File: config.mk
export PLATFORM = sky130hd
export DESIGN_NAME = adc_capture_top
export DESIGN_NICKNAME = d
export VERILOG_FILES = /design/src/verilog/adc_cfg_pkg.sv /design/src/verilog/capture_pkg.sv /design/src/verilog/adc_capture_top.sv /design/src/verilog/sample_reader.sv /design/src/verilog/sample_fifo.sv /design/src/verilog/echo_capture.sv /design/src/verilog/conv_sequencer.sv
export SDC_FILE = /design/constraint.sdc
export NUM_CORES = 1
export LEC_CHECK = 0
export ABC_AREA = 1
export BUFFER_PORTS_ARGS = -buffer_cell sky130_fd_sc_hd__buf_2
export CAP_MARGIN = 20
export CORE_UTILIZATION = 45
export DETAILED_ROUTE_END_ITERATION = 12
export PLACE_DENSITY = 0.71
export SYNTH_ARGS = -nofsm -noshare
export SYNTH_HDL_FRONTEND = slang
export SYNTH_SLANG_ARGS = --single-unit
File: constraint.sdc
create_clock -name delay_clk -period 2 [get_ports delay_clk]
set_input_delay 0.4 -clock delay_clk [delete_from_list [all_inputs] [get_ports delay_clk]]
set_output_delay 0.4 -clock delay_clk [all_outputs]
set_load 0.02 [all_outputs]
File: src/verilog/adc_cfg_pkg.sv
// ********************************************************************
// Converter side description of the multi-lane echo clock ADC
// ********************************************************************

package adc_cfg_pkg;

  // Number of serial data lanes driven by the converter
  localparam int NUM_SDI = 4;

  // Serial clock periods in one frame, which is also the bits per lane
  localparam int BITS_PER_LANE = 4;

  // One raw sample is the concatenation of all lanes
  localparam int SAMPLE_WIDTH = NUM_SDI * BITS_PER_LANE;

  // Conversion sequencer states
  // Idle waits for a start request, convert holds the convert pulse,
  // wait_busy waits for the converter to finish, shift runs the serial
  // clock and cs_hold keeps chip select low while the echo drains
  typedef enum logic [2:0] {
    seq_idle      = 3'd0,
    seq_convert   = 3'd1,
    seq_wait_busy = 3'd2,
    seq_shift     = 3'd3,
    seq_cs_hold   = 3'd4
  } seq_state_t;

endpackage
File: src/verilog/capture_pkg.sv
// ********************************************************************
// Captured data types shared by the capture path, FIFO and reader
// ********************************************************************

package capture_pkg;

  import adc_cfg_pkg::*;

  // One raw sample as rebuilt from the lanes, two's complement
  typedef logic signed [SAMPLE_WIDTH-1:0] raw_sample_t;

  // Word width seen by the host
  localparam int HOST_WIDTH = 32;

  // One host word, the raw sample sign-extended
  typedef logic [HOST_WIDTH-1:0] host_word_t;

  // FIFO fill count
  // Five bits hold every level from empty up to a depth of 16
  typedef logic [4:0] fifo_level_t;

endpackage

File: src/verilog/adc_capture_top.sv
`timescale 1ns/1ns

module adc_capture_top
  import adc_cfg_pkg::*;
  import capture_pkg::*;
#(
  parameter int SCLK_DIV   = 2,
  parameter int CNV_CYCLES = 4,
  parameter int FIFO_DEPTH = 16,
  parameter int IRQ_LEVEL  = 4
) (
  input  logic               delay_clk,
  input  logic               arst_n,
  input  logic               start,
  input  logic               busy,
  input  logic               echo_sclk,
  input  logic [NUM_SDI-1:0] sdi,
  input  logic               rd,
  output logic               cnv,
  output logic               spi_cs,
  output logic               spi_sclk,
  output host_word_t         sample_word,
  output logic               sample_valid,
  output logic               irq,
  output logic               overflow
);

  // Capture to FIFO write side
  raw_sample_t raw_sample;
  logic        raw_valid;

  // FIFO read side to the reader
  raw_sample_t head;
  logic        empty;
  fifo_level_t level;
  logic        pop;

  // ********************************************************************
  // Converter control, capture, buffer and host side
  // ********************************************************************

  conv_sequencer #(
    .SCLK_DIV   (SCLK_DIV),
    .CNV_CYCLES (CNV_CYCLES)
  ) u_conv_sequencer (
    .delay_clk (delay_clk),
    .arst_n    (arst_n),
    .start     (start),
    .busy      (busy),
    .cnv       (cnv),
    .spi_cs    (spi_cs),
    .spi_sclk  (spi_sclk)
  );

  // Chip select also tells the capture block where a frame begins
  echo_capture u_echo_capture (
    .delay_clk  (delay_clk),
    .arst_n     (arst_n),
    .spi_cs     (spi_cs),
    .echo_sclk  (echo_sclk),
    .sdi        (sdi),
    .raw_sample (raw_sample),
    .raw_valid  (raw_valid)
  );

  sample_fifo #(
    .FIFO_DEPTH (FIFO_DEPTH)
  ) u_sample_fifo (
    .delay_clk (delay_clk),
    .arst_n    (arst_n),
    .push      (raw_valid),
    .push_data (raw_sample),
    .pop       (pop),
    .head      (head),
    .empty     (empty),
    .level     (level),
    .overflow  (overflow)
  );

  sample_reader #(
    .IRQ_LEVEL (IRQ_LEVEL)
  ) u_sample_reader (
    .delay_clk    (delay_clk),
    .arst_n       (arst_n),
    .rd           (rd),
    .head         (head),
    .empty        (empty),
    .level        (level),
    .pop          (pop),
    .sample_word  (sample_word),
    .sample_valid (sample_valid),
    .irq          (irq)
  );

endmodule

File: src/verilog/sample_reader.sv
`timescale 1ns/1ns

module sample_reader
  import capture_pkg::*;
#(
  parameter int IRQ_LEVEL = 4
) (
  input  logic        delay_clk,
  input  logic        arst_n,
  input  logic        rd,
  input  raw_sample_t head,
  input  logic        empty,
  input  fifo_level_t level,
  output logic        pop,
  output host_word_t  sample_word,
  output logic        sample_valid,
  output logic        irq
);

  // Number of copies of the sign bit above the raw sample
  localparam int EXT_W = $bits(host_word_t) - $bits(raw_sample_t);

  // A host read only reaches the FIFO when there is something to take
  assign pop = rd & ~empty;

  // ********************************************************************
  // Host word register
  // ********************************************************************

  // The head word is taken in the same cycle as the pop
  always_ff @(posedge delay_clk) begin
    if (pop) begin
      sample_word <= {{EXT_W{head[$bits(raw_sample_t)-1]}}, head};
    end
  end

  always_ff @(posedge delay_clk or negedge arst_n) begin
    if (!arst_n) begin
      sample_valid <= 1'b0;
    end else begin
      // One strobe per word actually popped
      sample_valid <= pop;
    end
  end

  // Interrupt follows the fill level directly
  // It drops as soon as reads bring the level under the threshold
  assign irq = (level >= fifo_level_t'(IRQ_LEVEL));

endmodule

File: src/verilog/sample_fifo.sv
`timescale 1ns/1ns

module sample_fifo
  import capture_pkg::*;
#(
  parameter int FIFO_DEPTH = 16
) (
  input  logic        delay_clk,
  input  logic        arst_n,
  input  logic        push,
  input  raw_sample_t push_data,
  input  logic        pop,
  output raw_sample_t head,
  output logic        empty,
  output fifo_level_t level,
  output logic        overflow
);

  // Depth is a power of two, so the pointers wrap on their own
  localparam int ADDR_W = $clog2(FIFO_DEPTH);

  raw_sample_t       mem [FIFO_DEPTH];
  logic [ADDR_W-1:0] wr_ptr;
  logic [ADDR_W-1:0] rd_ptr;
  logic              full;
  logic              push_ok;
  logic              pop_ok;

  assign full    = (level == fifo_level_t'(FIFO_DEPTH));
  assign empty   = (level == '0);
  // Pushes into a full buffer are lost, pops from an empty one do nothing
  assign push_ok = push & ~full;
  assign pop_ok  = pop & ~empty;

  always_ff @(posedge delay_clk) begin
    if (push_ok) begin
      mem[wr_ptr] <= push_data;
    end
  end

  // The oldest word is always visible at the head
  assign head = mem[rd_ptr];

  // ********************************************************************
  // Pointers, level and overflow
  // ********************************************************************

  always_ff @(posedge delay_clk or negedge arst_n) begin
    if (!arst_n) begin
      wr_ptr   <= '0;
      rd_ptr   <= '0;
      level    <= '0;
      overflow <= 1'b0;
    end else begin
      if (push_ok) begin
        wr_ptr <= wr_ptr + 1'b1;
      end
      if (pop_ok) begin
        rd_ptr <= rd_ptr + 1'b1;
      end
      if (push_ok && !pop_ok) begin
        level <= level + 1'b1;
      end else if (pop_ok && !push_ok) begin
        level <= level - 1'b1;
      end
      // Sticky until the next reset
      if (push && full) begin
        overflow <= 1'b1;
      end
    end
  end

endmodule

File: src/verilog/echo_capture.sv
`timescale 1ns/1ns

module echo_capture
  import adc_cfg_pkg::*;
  import capture_pkg::*;
(
  input  logic               delay_clk,
  input  logic               arst_n,
  input  logic               spi_cs,
  input  logic               echo_sclk,
  input  logic [NUM_SDI-1:0] sdi,
  output raw_sample_t        raw_sample,
  output logic               raw_valid
);

  localparam int CNT_W = $clog2(BITS_PER_LANE + 1);

  // ********************************************************************
  // Input synchronizers
  // ********************************************************************

  // Clock and lanes go through identical stages so they stay aligned
  logic echo_meta;
  logic echo_sync;
  logic echo_prev;
  logic [NUM_SDI-1:0] sdi_meta;
  logic [NUM_SDI-1:0] sdi_sync;
  logic echo_rise;

  always_ff @(posedge delay_clk or negedge arst_n) begin
    if (!arst_n) begin
      echo_meta <= 1'b0;
      echo_sync <= 1'b0;
      echo_prev <= 1'b0;
      sdi_meta  <= '0;
      sdi_sync  <= '0;
    end else begin
      echo_meta <= echo_sclk;
      echo_sync <= echo_meta;
      echo_prev <= echo_sync;
      sdi_meta  <= sdi;
      sdi_sync  <= sdi_meta;
    end
  end

  // A rising edge of the returned clock, as seen in the delay_clk domain
  assign echo_rise = echo_sync & ~echo_prev;

  // ********************************************************************
  // Lane shift registers and bit counter
  // ********************************************************************

  logic [NUM_SDI-1:0][BITS_PER_LANE-1:0] lane_sr;
  logic [CNT_W-1:0]                      bit_cnt;

  // Each lane shifts in its bit highest first on every echoed rising edge
  always_ff @(posedge delay_clk) begin
    if (echo_rise && !spi_cs) begin
      for (int k = 0; k < NUM_SDI; k++) begin
        lane_sr[k] <= {lane_sr[k][BITS_PER_LANE-2:0], sdi_sync[k]};
      end
    end
  end

  always_ff @(posedge delay_clk or negedge arst_n) begin
    if (!arst_n) begin
      bit_cnt   <= '0;
      raw_valid <= 1'b0;
    end else begin
      raw_valid <= 1'b0;
      if (spi_cs) begin
        // Between frames the count starts over
        bit_cnt <= '0;
      end else if (echo_rise) begin
        if (bit_cnt == CNT_W'(BITS_PER_LANE - 1)) begin
          bit_cnt   <= '0;
          raw_valid <= 1'b1;
        end else begin
          bit_cnt <= bit_cnt + 1'b1;
        end
      end
    end
  end

  // Lane k lands on bits k*BITS_PER_LANE upward, so the packed lanes
  // already form the sample word
  assign raw_sample = lane_sr;

endmodule

File: src/verilog/conv_sequencer.sv
`timescale 1ns/1ns

module conv_sequencer
  import adc_cfg_pkg::*;
#(
  parameter int SCLK_DIV   = 2,
  parameter int CNV_CYCLES = 4
) (
  input  logic delay_clk,
  input  logic arst_n,
  input  logic start,
  input  logic busy,
  output logic cnv,
  output logic spi_cs,
  output logic spi_sclk
);

  // Cycles that chip select stays low after the last serial clock edge
  localparam int CS_DRAIN  = 32;
  // Index of the last half period in one frame
  localparam int HALF_LAST = 2 * BITS_PER_LANE - 1;

  // The shared counter must reach the longest of the three intervals
  localparam int CNT_A   = (CNV_CYCLES > SCLK_DIV) ? CNV_CYCLES : SCLK_DIV;
  localparam int CNT_MAX = (CS_DRAIN > CNT_A) ? CS_DRAIN : CNT_A;
  localparam int CNT_W   = $clog2(CNT_MAX + 1);
  localparam int HALF_W  = $clog2(2 * BITS_PER_LANE + 1);

  seq_state_t        state;
  logic [CNT_W-1:0]  div_cnt;
  logic [HALF_W-1:0] half_cnt;

  // Busy comes straight from the converter and is not related to delay_clk
  logic busy_meta;
  logic busy_sync;
  logic busy_prev;
  logic busy_fall;

  always_ff @(posedge delay_clk or negedge arst_n) begin
    if (!arst_n) begin
      busy_meta <= 1'b0;
      busy_sync <= 1'b0;
      busy_prev <= 1'b0;
    end else begin
      busy_meta <= busy;
      busy_sync <= busy_meta;
      busy_prev <= busy_sync;
    end
  end

  // The conversion is over once the synchronized busy goes back low
  assign busy_fall = busy_prev & ~busy_sync;

  // ********************************************************************
  // Frame state machine
  // ********************************************************************

  always_ff @(posedge delay_clk or negedge arst_n) begin
    if (!arst_n) begin
      state    <= seq_idle;
      div_cnt  <= '0;
      half_cnt <= '0;
      cnv      <= 1'b0;
      spi_cs   <= 1'b1;
      spi_sclk <= 1'b0;
    end else begin
      case (state)
        seq_idle: begin
          // Start requests are only taken here, all others are ignored
          if (start) begin
            state   <= seq_convert;
            cnv     <= 1'b1;
            div_cnt <= '0;
          end
        end
        seq_convert: begin
          if (div_cnt == CNT_W'(CNV_CYCLES - 1)) begin
            state   <= seq_wait_busy;
            cnv     <= 1'b0;
            div_cnt <= '0;
          end else begin
            div_cnt <= div_cnt + 1'b1;
          end
        end
        seq_wait_busy: begin
          // Open the frame with the serial clock parked low
          if (busy_fall) begin
            state    <= seq_shift;
            spi_cs   <= 1'b0;
            spi_sclk <= 1'b0;
            div_cnt  <= '0;
            half_cnt <= '0;
          end
        end
        seq_shift: begin
          if (div_cnt == CNT_W'(SCLK_DIV - 1)) begin
            div_cnt  <= '0;
            spi_sclk <= ~spi_sclk;
            half_cnt <= half_cnt + 1'b1;
            // The last toggle returns the clock low and ends the frame
            if (half_cnt == HALF_W'(HALF_LAST)) begin
              state <= seq_cs_hold;
            end
          end else begin
            div_cnt <= div_cnt + 1'b1;
          end
        end
        seq_cs_hold: begin
          // The board returns the clock late, so keep the frame open a while
          if (div_cnt == CNT_W'(CS_DRAIN - 1)) begin
            state   <= seq_idle;
            spi_cs  <= 1'b1;
            div_cnt <= '0;
          end else begin
            div_cnt <= div_cnt + 1'b1;
          end
        end
        default: begin
          state <= seq_idle;
        end
      endcase
    end
  end

endmodule

# Word level (Yosys, flattened, before mapping)
# Memories as Yosys holds them, arrays and structs flattened. A register that Yosys moved wholly into a read port is not among the register bits.
# Index checks and enable logic that the tools add are counted.
[totals]
register_bits = 65
ramBits = 256
in_bits = 10
elab_cells = 114
n_memories = 1
[memory_table]
columns = ["name", "words", "width", "read_ports", "rd_ports_with_merged_regs", "wr", "line", "source"]
rows = [
  ["u_sample_fifo.mem", 16, 16, 1, 1, 1, "sample_fifo.sv:22", "raw_sample_t mem [FIFO_DEPTH];"],
]
[classes]
addsub = 7
magnitude_cmp = 1
n_eq_ne = 16
n_mux = 34
n_bitwise = 10
reduce_logical = 20
[ops]
columns = ["op", "count"]
rows = [
  ["6-bit two-way mux", 5],
  ["6-bit one-hot mux with 5 select lines", 1],
  ["3-bit two-way mux", 9],
  ["3-bit one-hot mux with 5 select lines", 1],
  ["4-bit by 1-bit adder with 4-bit output (second input constant)", 3],
  ["3-bit AND reduction", 4],
  ["1-bit two-way mux", 10],
  ["5-bit two-way mux", 2],
  ["2-bit by 1-bit inequality test with 1-bit output (second input constant)", 5],
  ["2-bit nonzero test", 5],
  ["3-bit by 2-bit == test with 1-bit output (second input constant)", 3],
  ["4-bit two-way mux", 2],
  ["4-bit one-hot mux with 2 select lines", 1],
  ["6-bit by 1-bit adder with 6-bit output (second input constant)", 1],
  ["6-bit by 1-bit == test with 1-bit output (second input constant)", 1],
  ["6-bit by 2-bit == test with 1-bit output (second input constant)", 1],
  ["6-bit by 5-bit == test with 1-bit output (second input constant)", 1],
  ["1-bit one-hot mux with 2 select lines", 3],
  ["6-bit AND reduction", 1],
  ["5-bit by 1-bit adder with 5-bit output (second input constant)", 1],
  ["1-bit bitwise AND", 5],
  ["5-bit == test (second input constant)", 1],
  ["5-bit by 3-bit >= comparator with 1-bit output (second input constant)", 1],
  ["5-bit zero test", 1],
  ["11 further kinds", 20],
]

# Longest topological paths before layout
# Gate-level depths: netlist of run 1.
[depth]
depth_word = 7
ltp_mapped = 15

# By module
# From an unflattened synthesis of run 1, not the netlist that was laid out.
[unflattened]
cells_unflattened = 1356
hier_area_um2 = 14350.0
[modules_own_cells]
columns = ["mod", "instances", "cells_per_inst", "area_per_inst_um2", "seq_area_each_um2"]
rows = [
  ["sample_fifo", 1, 1120, 11606.1, 8037.7],
  ["conv_sequencer", 1, 147, 1146.1, 476.7],
  ["echo_capture", 1, 51, 953.4, 855.8],
  ["sample_reader", 1, 38, 644.4, 505.5],
]

# Worst setup path before layout of run 1
# No wires, ideal clock.
[synth_timing]
path_kind = "register to register"
start = "reg u_sample_fifo.level[0]"
end = "mem u_sample_fifo.mem[11][0] (netlist name), enable pin"
setup_ns = 0.388
t_arrival_ns = 1.584
required_time_ns = 1.612
setup_slack_ns = 0.028
path_stages_with_launch = 7
path_buffers = 0
cell_sequence = "dfrtp_1 -> inv_1 -> nand4_1 -> nand2_1 -> inv_2 -> nand2_1 -> nor2_1"
[synth_between]
elab_chain_len = 5
[synth_lines]
columns = ["item", "line", "source"]
rows = [
  ["from (decl)", "sample_fifo.sv:15", "output fifo_level_t level,"],
  ["from (signal assigned)", "sample_fifo.sv:62", "level <= level + 1'b1;"],
  ["from (signal assigned)", "sample_fifo.sv:64", "level <= level - 1'b1;"],
  ["5-bit == test", "sample_fifo.sv:29", "assign full = (level == fifo_level_t'(FIFO_DEPTH));"],
  ["1-bit NOT", "sample_fifo.sv:32", "assign push_ok = push & ~full;"],
  ["1-bit bitwise AND", "sample_fifo.sv:32", ""],
  ["named net u_sample_fifo.push_ok", "sample_fifo.sv:26", "logic push_ok;"],
  ["1-bit two-way mux", "sample_fifo.sv:36", "if (push_ok) begin"],
  ["1-bit two-way mux (not written as such)", "sample_fifo.sv:37", "mem[wr_ptr] <= push_data;"],
  ["to (decl)", "sample_fifo.sv:22", ""],
]
# The timed path passes the listed nets, and every way through them passes these cells.

# Worst setup path after layout of run 1
[layout_timing]
start = "reg u_sample_fifo.level[3]"
end = "reg u_sample_fifo.level[4]"
[layout_lines]
columns = ["item", "line", "source"]
rows = [
  ["5-bit == test (*)", "sample_fifo.sv:29", ""],
  ["1-bit NOT (*)", "sample_fifo.sv:32", ""],
  ["1-bit bitwise AND (*)", "sample_fifo.sv:32", ""],
  ["named net u_sample_fifo.push_ok", "sample_fifo.sv:26", ""],
  ["1-bit zero test", "sample_fifo.sv:63", "end else if (pop_ok && !push_ok) begin"],
  ["1-bit logical AND", "sample_fifo.sv:63", ""],
  ["2-bit nonzero test (no line)", "-", ""],
]
# The timed path passes the listed nets; every way through them passes the cells marked *. The select of a mux whose other input is x is not followed.
# A chain may end at the register's enable or synchronous reset.

==> results of run 1 <==
-- state kept, by name (all words and copies together) (netlist names), 3 cells and up --
signal,count
u_echo_capture.sdi_meta,4
u_sample_fifo.mem,256
u_conv_sequencer.state,3
u_echo_capture.sdi_sync,4
u_echo_capture.bit_cnt,3
u_conv_sequencer.half_cnt,4
u_sample_fifo.wr_ptr,4
u_conv_sequencer.div_cnt,6
u_sample_fifo.rd_ptr,4
u_sample_reader.sample_word,16
u_sample_fifo.level,5
u_echo_capture.raw_sample,16
-- layer usage --
metal	vias to the layer above	track usage, %	share of wire (%)
met2	371	33.2	48
met1	4147	27.7	41
met5	-	0	0
met3	52	3.01	8.7
li1	4048	-	-
met4	0	6.56	2.2
-- cell type report --
| class | count | area [um2] |
|---|---|---|
| clock buffer | 49 | 937 |
| clock inverter | 13 | 92.6 |
| fill | 2408 | 13900 |
| inverter | 39 | 153 |
| multi-input combinational | 656 | 3260 |
| sequential | 337 | 9880 |
| tap | 390 | 488 |
| timing repair buffer | 124 | 1010 |
-- metrics by stage --
step	setup TNS [ps]	hold slack, ps	setup WS (ps)	utilization [%]	instances
5_1_grt	-274	355	-145	53.3	1608
4_1_cts	-11.0	338	-11.0	53.1	1608
3_5_place_dp	-285	339	-145	48.9	1526
6_report	-14.4	355	-14.4	53.3	1608
3_3_place_gp	-105	333	-61.0	48.9	1526
2_1_floorplan	0	104	27.9	-	1101
-- synth_stat cells, drive strengths merged --
master  count
edfxtp    288
o21bai      3
o31ai       1
dfstp       1
o211ai     32
nand3b      2
ha         13
clkinv      1
nand4       5
nand2      91
nor3        4
xor2        9
or2         2
nor2      257
o21ai     147
xnor2       1
clkbuf     22
nand3      88
fa          1
inv        38
buf        47
dfrtp      48
-- layout by cell type (no fill, tap or decap), types with 10 or more instances in the layout --
cell type,n
sky130_fd_sc_hd__buf_2,46
sky130_fd_sc_hd__clkbuf_16,34
sky130_fd_sc_hd__dfrtp_1,47
sky130_fd_sc_hd__clkbuf_1,12
sky130_fd_sc_hd__o21ai_1,17
sky130_fd_sc_hd__nor2_1,236
sky130_fd_sc_hd__nand2_1,83
sky130_fd_sc_hd__buf_12,12
sky130_fd_sc_hd__o21ai_0,129
sky130_fd_sc_hd__edfxtp_1,288
sky130_fd_sc_hd__ha_1,10
sky130_fd_sc_hd__buf_4,52
sky130_fd_sc_hd__nand3_1,87
sky130_fd_sc_hd__o211ai_1,32
sky130_fd_sc_hd__inv_1,31
sky130_fd_sc_hd__nor2_2,16
-- worst paths after layout --
kind | end | slack [ps] | cells after the start
worst min-delay path | u_echo_capture.sdi_sync[2] | 350 | 0
min in group asynchronous | u_conv_sequencer.half_cnt[1] | 410 | 3
worst max-delay path | u_sample_fifo.level[4] | -10 | 14
worst min register to register | u_echo_capture.sdi_sync[2] | 350 | 0
worst max register to register | u_sample_fifo.level[4] | -10 | 14
max in group asynchronous | u_conv_sequencer.spi_cs | 1300 | 3
-- cells by family after synthesis --
group | after synthesis
adder cells (fa/ha/maj) | 14
buffers and inverters | 108
AO/OA/AOI/OAI | 183
flip-flops | 337
XOR/XNOR | 10
AND/OR/NAND/NOR | 449
-- worst max-delay path, delay by kind of cell, from the launching register on --
kind	cells	cell delay, ps
flip-flops	1	390
buffers and inverters	2	110
AO/OA/AOI/OAI	1	60
AND/OR/NAND/NOR	9	790
adder cells (fa/ha/maj)	2	540
-- report_power, final --
| group | leakage (nW) | total (mW) | switching [mW] | internal [mW] |
|---|---|---|---|---|
| Combinational | 2.02 | 7.34 | 4.72 | 2.62 |
| Sequential | 3.22 | 8.62 | 0.407 | 8.21 |
| Clock | 0.505 | 5.91 | 2.61 | 3.30 |
-- repair_timing --
action                                 4_1_cts  5_1_grt
setup buffers                               13        4
hold buffers                                 7        0
endpoints found under the hold margin       54        0
setup endpoints to repair                   17       13
pin swaps                                    3        8
gates resized for setup                     14       17
cloned                                       0        0
==> results.sh, run 1 <==
export IMPL_ys_warn_count=0
export IMPL_synth_compound_gate_area_share_pct=7.39
export IMPL_clock_tree_htree_level_count=2
export IMPL_detail_route_iter0_violations=953
export IMPL_numPortBuffers=47
export IMPL_grt_start_max_net_pins=50
export IMPL_fp_row_count=63
export IMPL_post_synth_top_area_fraction_pct=63.6
export IMPL_first_element_of_the_critical_path="u_sample_fifo.level[3]"
export IMPL_yosys_cell_types_count=32
export IMPL_first_pass_grt_wire_length_um=47200
export IMPL_finalHoldViolCount=0
export IMPL_timing_final_ws_setup_ps=-14.4
export IMPL_synth_seq_cells=337
export IMPL_synth_top_area_cell="sky130_fd_sc_hd__edfxtp_1"
export IMPL_timing_hold_worst_class="register to register"
export IMPL_muxShareOfSynthArea_pct=0
export IMPL_layout_area_overhead_vs_synth_pct=16.3
export IMPL_drv_cap=0
export IMPL_synthesis_area_per_instance_um2=12.4
export IMPL_total_routing_resource_utilization_after_global_routing_pct=20.2
export IMPL_crit_chain="nor2_2 > nand4_1 > nand2_2 > inv_4 > ha_4 > fa_2 > inv_2 > nand2_2 > nand2_2 > nand2_2 > nand3b_1 > nand2_1 > nand2_1 > o21ai_2"
export IMPL_place_gp_congestion=0.813
export IMPL_failing_checks="setup timing"
export IMPL_syn_nets=1125
export IMPL_layout_nets=1216
export IMPL_critPathLaunchType="register"
export IMPL_critPathRequiredTime_ps=2390
export IMPL_number_of_clock_sinks=337
export IMPL_least_margin_pin_slew_ps=633
export IMPL_timing_worst_setup_path_type="register to register"
export IMPL_drt_pass1_iter_count=5
export IMPL_remaining_max_slew_budget_at_the_tightest_pin_pct=57.7
export IMPL_crit_path_max_fanout=3
export IMPL_fin_crit_sh_pct=101
export IMPL_pleak_nw=5.74
export IMPL_unrepaired_setup_endpoints_after_global_routing="yes"
export IMPL_synth_area_leaders="sky130_fd_sc_hd__edfxtp_1 64%, sky130_fd_sc_hd__dfrtp_1 8.8%, sky130_fd_sc_hd__nor2_1 7.0%"
export IMPL_run_status="complete, but fails checks"
export IMPL_report_final_setup_viol=1
export IMPL_detailroute_via_count=8618
export IMPL_cells_after_synthesis=1101
export IMPL_clk_insertion_delay_late_ps=510
export IMPL_die_height_um=176
export IMPL_clk_root_buffer_cell="sky130_fd_sc_hd__clkbuf_16"
export IMPL_synth_adder_area_share_pct=1.34
export IMPL_cts_path_max_buffers=3
export IMPL_power_density_nw_per_um2=1380
export IMPL_clk_pin_slew_ps=60
export IMPL_synth_xor_area_share_pct=0.644
export IMPL_period_minus_slack_ps=2010
export IMPL_die_width_um=176
export IMPL_number_of_antenna_violations_at_the_first_check_in_global_routing=0
export IMPL_globalRoute_totalOverflow=0
export IMPL_crit_slowest_cell="sky130_fd_sc_hd__dfrtp_1"
export IMPL_critPathMostFrequentCell="sky130_fd_sc_hd__nand2_2"
export IMPL_final_design_area_no_fill_um2=15800
export IMPL_arrival_ps=2400
export IMPL_dpl_hpwl_um=16400
export IMPL_critical_path_max_stage_delay_ps=390
export IMPL_cts_buffers=34
export IMPL_fin_skew_ps=13.3
export IMPL_detailed_place_area_um2=14500
export IMPL_number_of_ports_placed_on_the_die_boundary=48
export IMPL_route_detailed_drc=0
export IMPL_postRouteAntennaNets=0
export IMPL_synth_top_family_by_area="simple AND/OR/NAND/NOR gates"
export IMPL_synth_sequential_area_ratio_pct=72.6
export IMPL_simple_gate_area_share_of_the_yosys_netlist_pct=13.7
export IMPL_route_detailed_wl_per_inst_um=19.1
export IMPL_ir_worst_vdd_mv=0.794
export IMPL_timing_max_transition_violations_final=0
export IMPL_routed_wirelength_um=30800
export IMPL_r2r_start="u_sample_fifo.level[3]"
export IMPL_first_global_vias=8531
export IMPL_die_area_um2=30900
export IMPL_fmax_ghz=0.496
export IMPL_vias_per_cell=5.36
export IMPL_design_power_total_mw=21.9
export IMPL_hold_path_startpoint="u_echo_capture.sdi_meta[2]"
export IMPL_tritoncts_clock_tree="built"
export IMPL_crit_path_end_kind="register"
export IMPL_layout_drive_gt1_share_pct=17.6
export IMPL_num_antenna_cells=0
export IMPL_floorplan_initialDensity_pct=45.8
export IMPL_core_um2=29700
export IMPL_post_synth_instance_area_um2=13600
Note: power is estimated with default switching activity, not from simulation.
==> run 2: changes to the inputs <==
- CORE_ASPECT_RATIO: not set -> 1.5
==> run 2 against run 1 <==
  * The run still ends with setup timing left
  * Core utilization shrank 0.41 points
  * Worst setup slack is essentially flat
  * Hold slack lost 43 ps
  * Global-route usage shrank 0.81 points
  * Sequential share of layout area grew 0.78 points
  * Maximum frequency is essentially flat
  * First-iteration DRC count shrank 28%
  * Wire length shrank 4.9%
  * Critical endpoint unchanged
  * Highest routed layer unchanged
==> results.sh, run 2 (synthesis gave the netlist of run 1 again) <==
export IMPL_crit_path_end_kind="register"
export IMPL_cp_buffers_inverters=4
export IMPL_fmax_ghz=0.496
export IMPL_total_routing_resource_utilization_after_global_routing_pct=19.4
export IMPL_timing_final_ws_setup_ps=-14.7
export IMPL_critPathMostFrequentCell="sky130_fd_sc_hd__nand2_1"
export IMPL_design_power_total_mw=21.0
export IMPL_fin_skew_ps=9.35
export IMPL_number_of_stages_on_the_worst_hold_path=4
export IMPL_timing_worst_setup_path_type="register to register"
export IMPL_detail_route_iter0_violations=690
export IMPL_core_um2=29600
export IMPL_worstRegToRegCells=14
export IMPL_ir_worst_vdd_mv=0.771
export IMPL_largest_reg_flops=256
export IMPL_report_final_setup_viol=1
export IMPL_period_minus_slack_ps=2010
export IMPL_final_cell_mix="288 x sky130_fd_sc_hd__edfxtp_1, 236 x sky130_fd_sc_hd__nor2_1, 130 x sky130_fd_sc_hd__o21ai_0"
export IMPL_number_of_clock_sinks=337
export IMPL_layout_nets=1209
export IMPL_fillCellCount=2444
export IMPL_unrepaired_setup_endpoints_after_global_routing="yes"
export IMPL_number_of_antenna_violations_at_the_first_check_in_global_routing=0
export IMPL_arrival_ps=2440
export IMPL_critical_path_max_stage_delay_ps=390
export IMPL_failing_checks="setup timing"
export IMPL_timing_hold_worst_class="primary input to register"
export IMPL_layout_drive_gt1_share_pct=16.5
export IMPL_route_detailed_wl_per_inst_um=18.2
export IMPL_detailroute_via_count=8547
export IMPL_crit_path_max_fanout=3
export IMPL_number_of_ports_placed_on_the_die_boundary=48
export IMPL_first_pass_grt_wire_length_um=45200
export IMPL_detailed_place_area_um2=14400
export IMPL_num_antenna_cells=0
export IMPL_postRouteAntennaNets=0
export IMPL_critPathLaunchType="register"
export IMPL_crit_slowest_cell="sky130_fd_sc_hd__dfrtp_1"
export IMPL_timing_critical_path_depth=14
export IMPL_min_to="u_sample_fifo.level[0]"
export IMPL_largest_register="u_sample_fifo.mem"
export IMPL_drv_cap=0
export IMPL_fin_crit_sh_pct=101
export IMPL_critical_path_top_delay_family="simple AND/OR/NAND/NOR gates"
export IMPL_mostFrequentLayoutCell="sky130_fd_sc_hd__edfxtp_1"
export IMPL_numPortBuffers=47
export IMPL_clk_pin_slew_ps=60
export IMPL_die_width_um=144
export IMPL_die_area_um2=30900
export IMPL_clk_insertion_delay_late_ps=550
export IMPL_layout_area_overhead_vs_synth_pct=14.9
export IMPL_route_detailed_drc=0
export IMPL_die_height_um=215
export IMPL_floorplan_initialDensity_pct=46.0
export IMPL_r2r_start="u_sample_fifo.level[4]"
export IMPL_drt_pass1_iter_count=5
export IMPL_cts_path_max_buffers=3
export IMPL_fp_row_count=77
export IMPL_grt_start_max_net_pins=95
export IMPL_least_margin_pin_slew_ps=587
export IMPL_critPathRequiredTime_ps=2430
export IMPL_timing_max_transition_violations_final=0
export IMPL_place_gp_congestion=0.797
export IMPL_run_status="complete, but fails checks"
export IMPL_first_global_vias=8442
export IMPL_power_density_nw_per_um2=1340
export IMPL_globalRoute_totalOverflow=0
export IMPL_dpl_worst_slack_ps=-176
export IMPL_tritoncts_clock_tree="built"
export IMPL_final_design_area_no_fill_um2=15600
export IMPL_worst_r2r_endpoint="u_sample_fifo.level[4]"
export IMPL_remaining_max_slew_budget_at_the_tightest_pin_pct=60.8
export IMPL_crit_chain="buf_4 > inv_1 > nand4_1 > nand2_2 > ha_4 > inv_2 > buf_4 > ha_1 > nand2_1 > nand2_1 > nand2_1 > nand2_1 > nand2_1 > o21ai_0"
export IMPL_pleak_nw=5.66
export IMPL_clock_tree_htree_level_count=1
export IMPL_vias_per_cell=5.33
export IMPL_dpl_hpwl_um=16500
export IMPL_finalHoldViolCount=0
export IMPL_rrSetupSlack_ps=-10
export IMPL_clk_root_buffer_cell="sky130_fd_sc_hd__clkbuf_16"
export IMPL_hold_path_startpoint="rd"
export IMPL_routed_wirelength_um=29300
export IMPL_cts_buffers=30
==> run 2: changes by cell type in the layout (fill, tap and decap cells not counted), moves of 3 or more <==
| cell | before | now |
|---|---|---|
| sky130_fd_sc_hd__buf_12 | 12 | 9 |
| sky130_fd_sc_hd__buf_4 | 52 | 55 |
| sky130_fd_sc_hd__buf_6 | 6 | 3 |
| sky130_fd_sc_hd__clkbuf_1 | 12 | 6 |
| sky130_fd_sc_hd__clkbuf_16 | 34 | 31 |
| sky130_fd_sc_hd__clkinv_1 | 2 | 8 |
| sky130_fd_sc_hd__inv_6 | 3 | 0 |
| sky130_fd_sc_hd__nand2_1 | 83 | 87 |
| sky130_fd_sc_hd__nand2_2 | 7 | 4 |
| sky130_fd_sc_hd__nor2_2 | 16 | 13 |
| sky130_fd_sc_hd__nor2_4 | 5 | 8 |
==> run 2: worst max path at each step <==
stage | from | to | slack [ps]
final | u_sample_fifo.level[4] | u_sample_fifo.level[4] | -10
after global routing | u_sample_fifo.level[4] | u_sample_fifo.level[4] | -120
after CTS | u_sample_fifo.level[4] | u_sample_fifo.level[4] | -10
after detailed placement | u_sample_fifo.level[3] | u_sample_fifo.level[3] | -180
after global placement | u_sample_fifo.level[3] | u_sample_fifo.level[4] | -100
after floorplan | u_sample_fifo.level[0] | u_sample_fifo.mem[11][0] | 30
==> run 2: final cells by class <==
cell class,instances,area (um2),share of cell area (%)
sequential,337,9880,63.2
multi-input combinational,656,3230,20.7
timing repair buffer,121,932,5.96
clock buffer,40,840,5.37
tap,395,494,3.16
inverter,39,153,0.977
clock inverter,16,98.8,0.632
==> run 2: repair_timing <==
action,in CTS,in global routing
endpoints found under the hold margin,27,0
endpoints found under the setup margin,50,19
resized for setup,12,7
buffers inserted,12,4
pin swaps,3,6
hold buffers,7,0
==> run 2: power by group <==
part	switching, mW	total (mW)	internal [mW]	leakage [nW]
Sequential	0.413	8.63	8.21	3.22
Combinational	4.57	6.96	2.39	1.98
Clock	2.38	5.44	3.06	0.463
Total	7.36	21.0	13.7	5.66
==> run 2: stage by stage <==
stage                     instances  TNS, ps  hold slack, ps  utilization [%]
after floorplan                1101        0             104                -
after global placement         1526     -183             333             48.9
after CTS                      1601    -11.4             297             52.7
after detailed placement       1526     -396             338             48.9
after global routing           1604     -187             325             52.8
final                          1604    -14.7             311             52.8
==> run 2: layer usage <==
| metal | track usage [%] | vias to the layer above | share of wire, % |
|---|---|---|---|
| met5 | 0 | - | 0 |
| met4 | 8.90 | 0 | 4.2 |
| met3 | 2.96 | 76 | 6.8 |
| met2 | 33.3 | 344 | 51 |
| met1 | 23.8 | 4099 | 38 |
| li1 | - | 4028 | - |
==> run 2: worst min-delay path, cell delays in order <==
cell	delay [ps]
sky130_fd_sc_hd__buf_2	100
sky130_fd_sc_hd__nand2_2	80
sky130_fd_sc_hd__ha_4	170
sky130_fd_sc_hd__xnor2_1	60
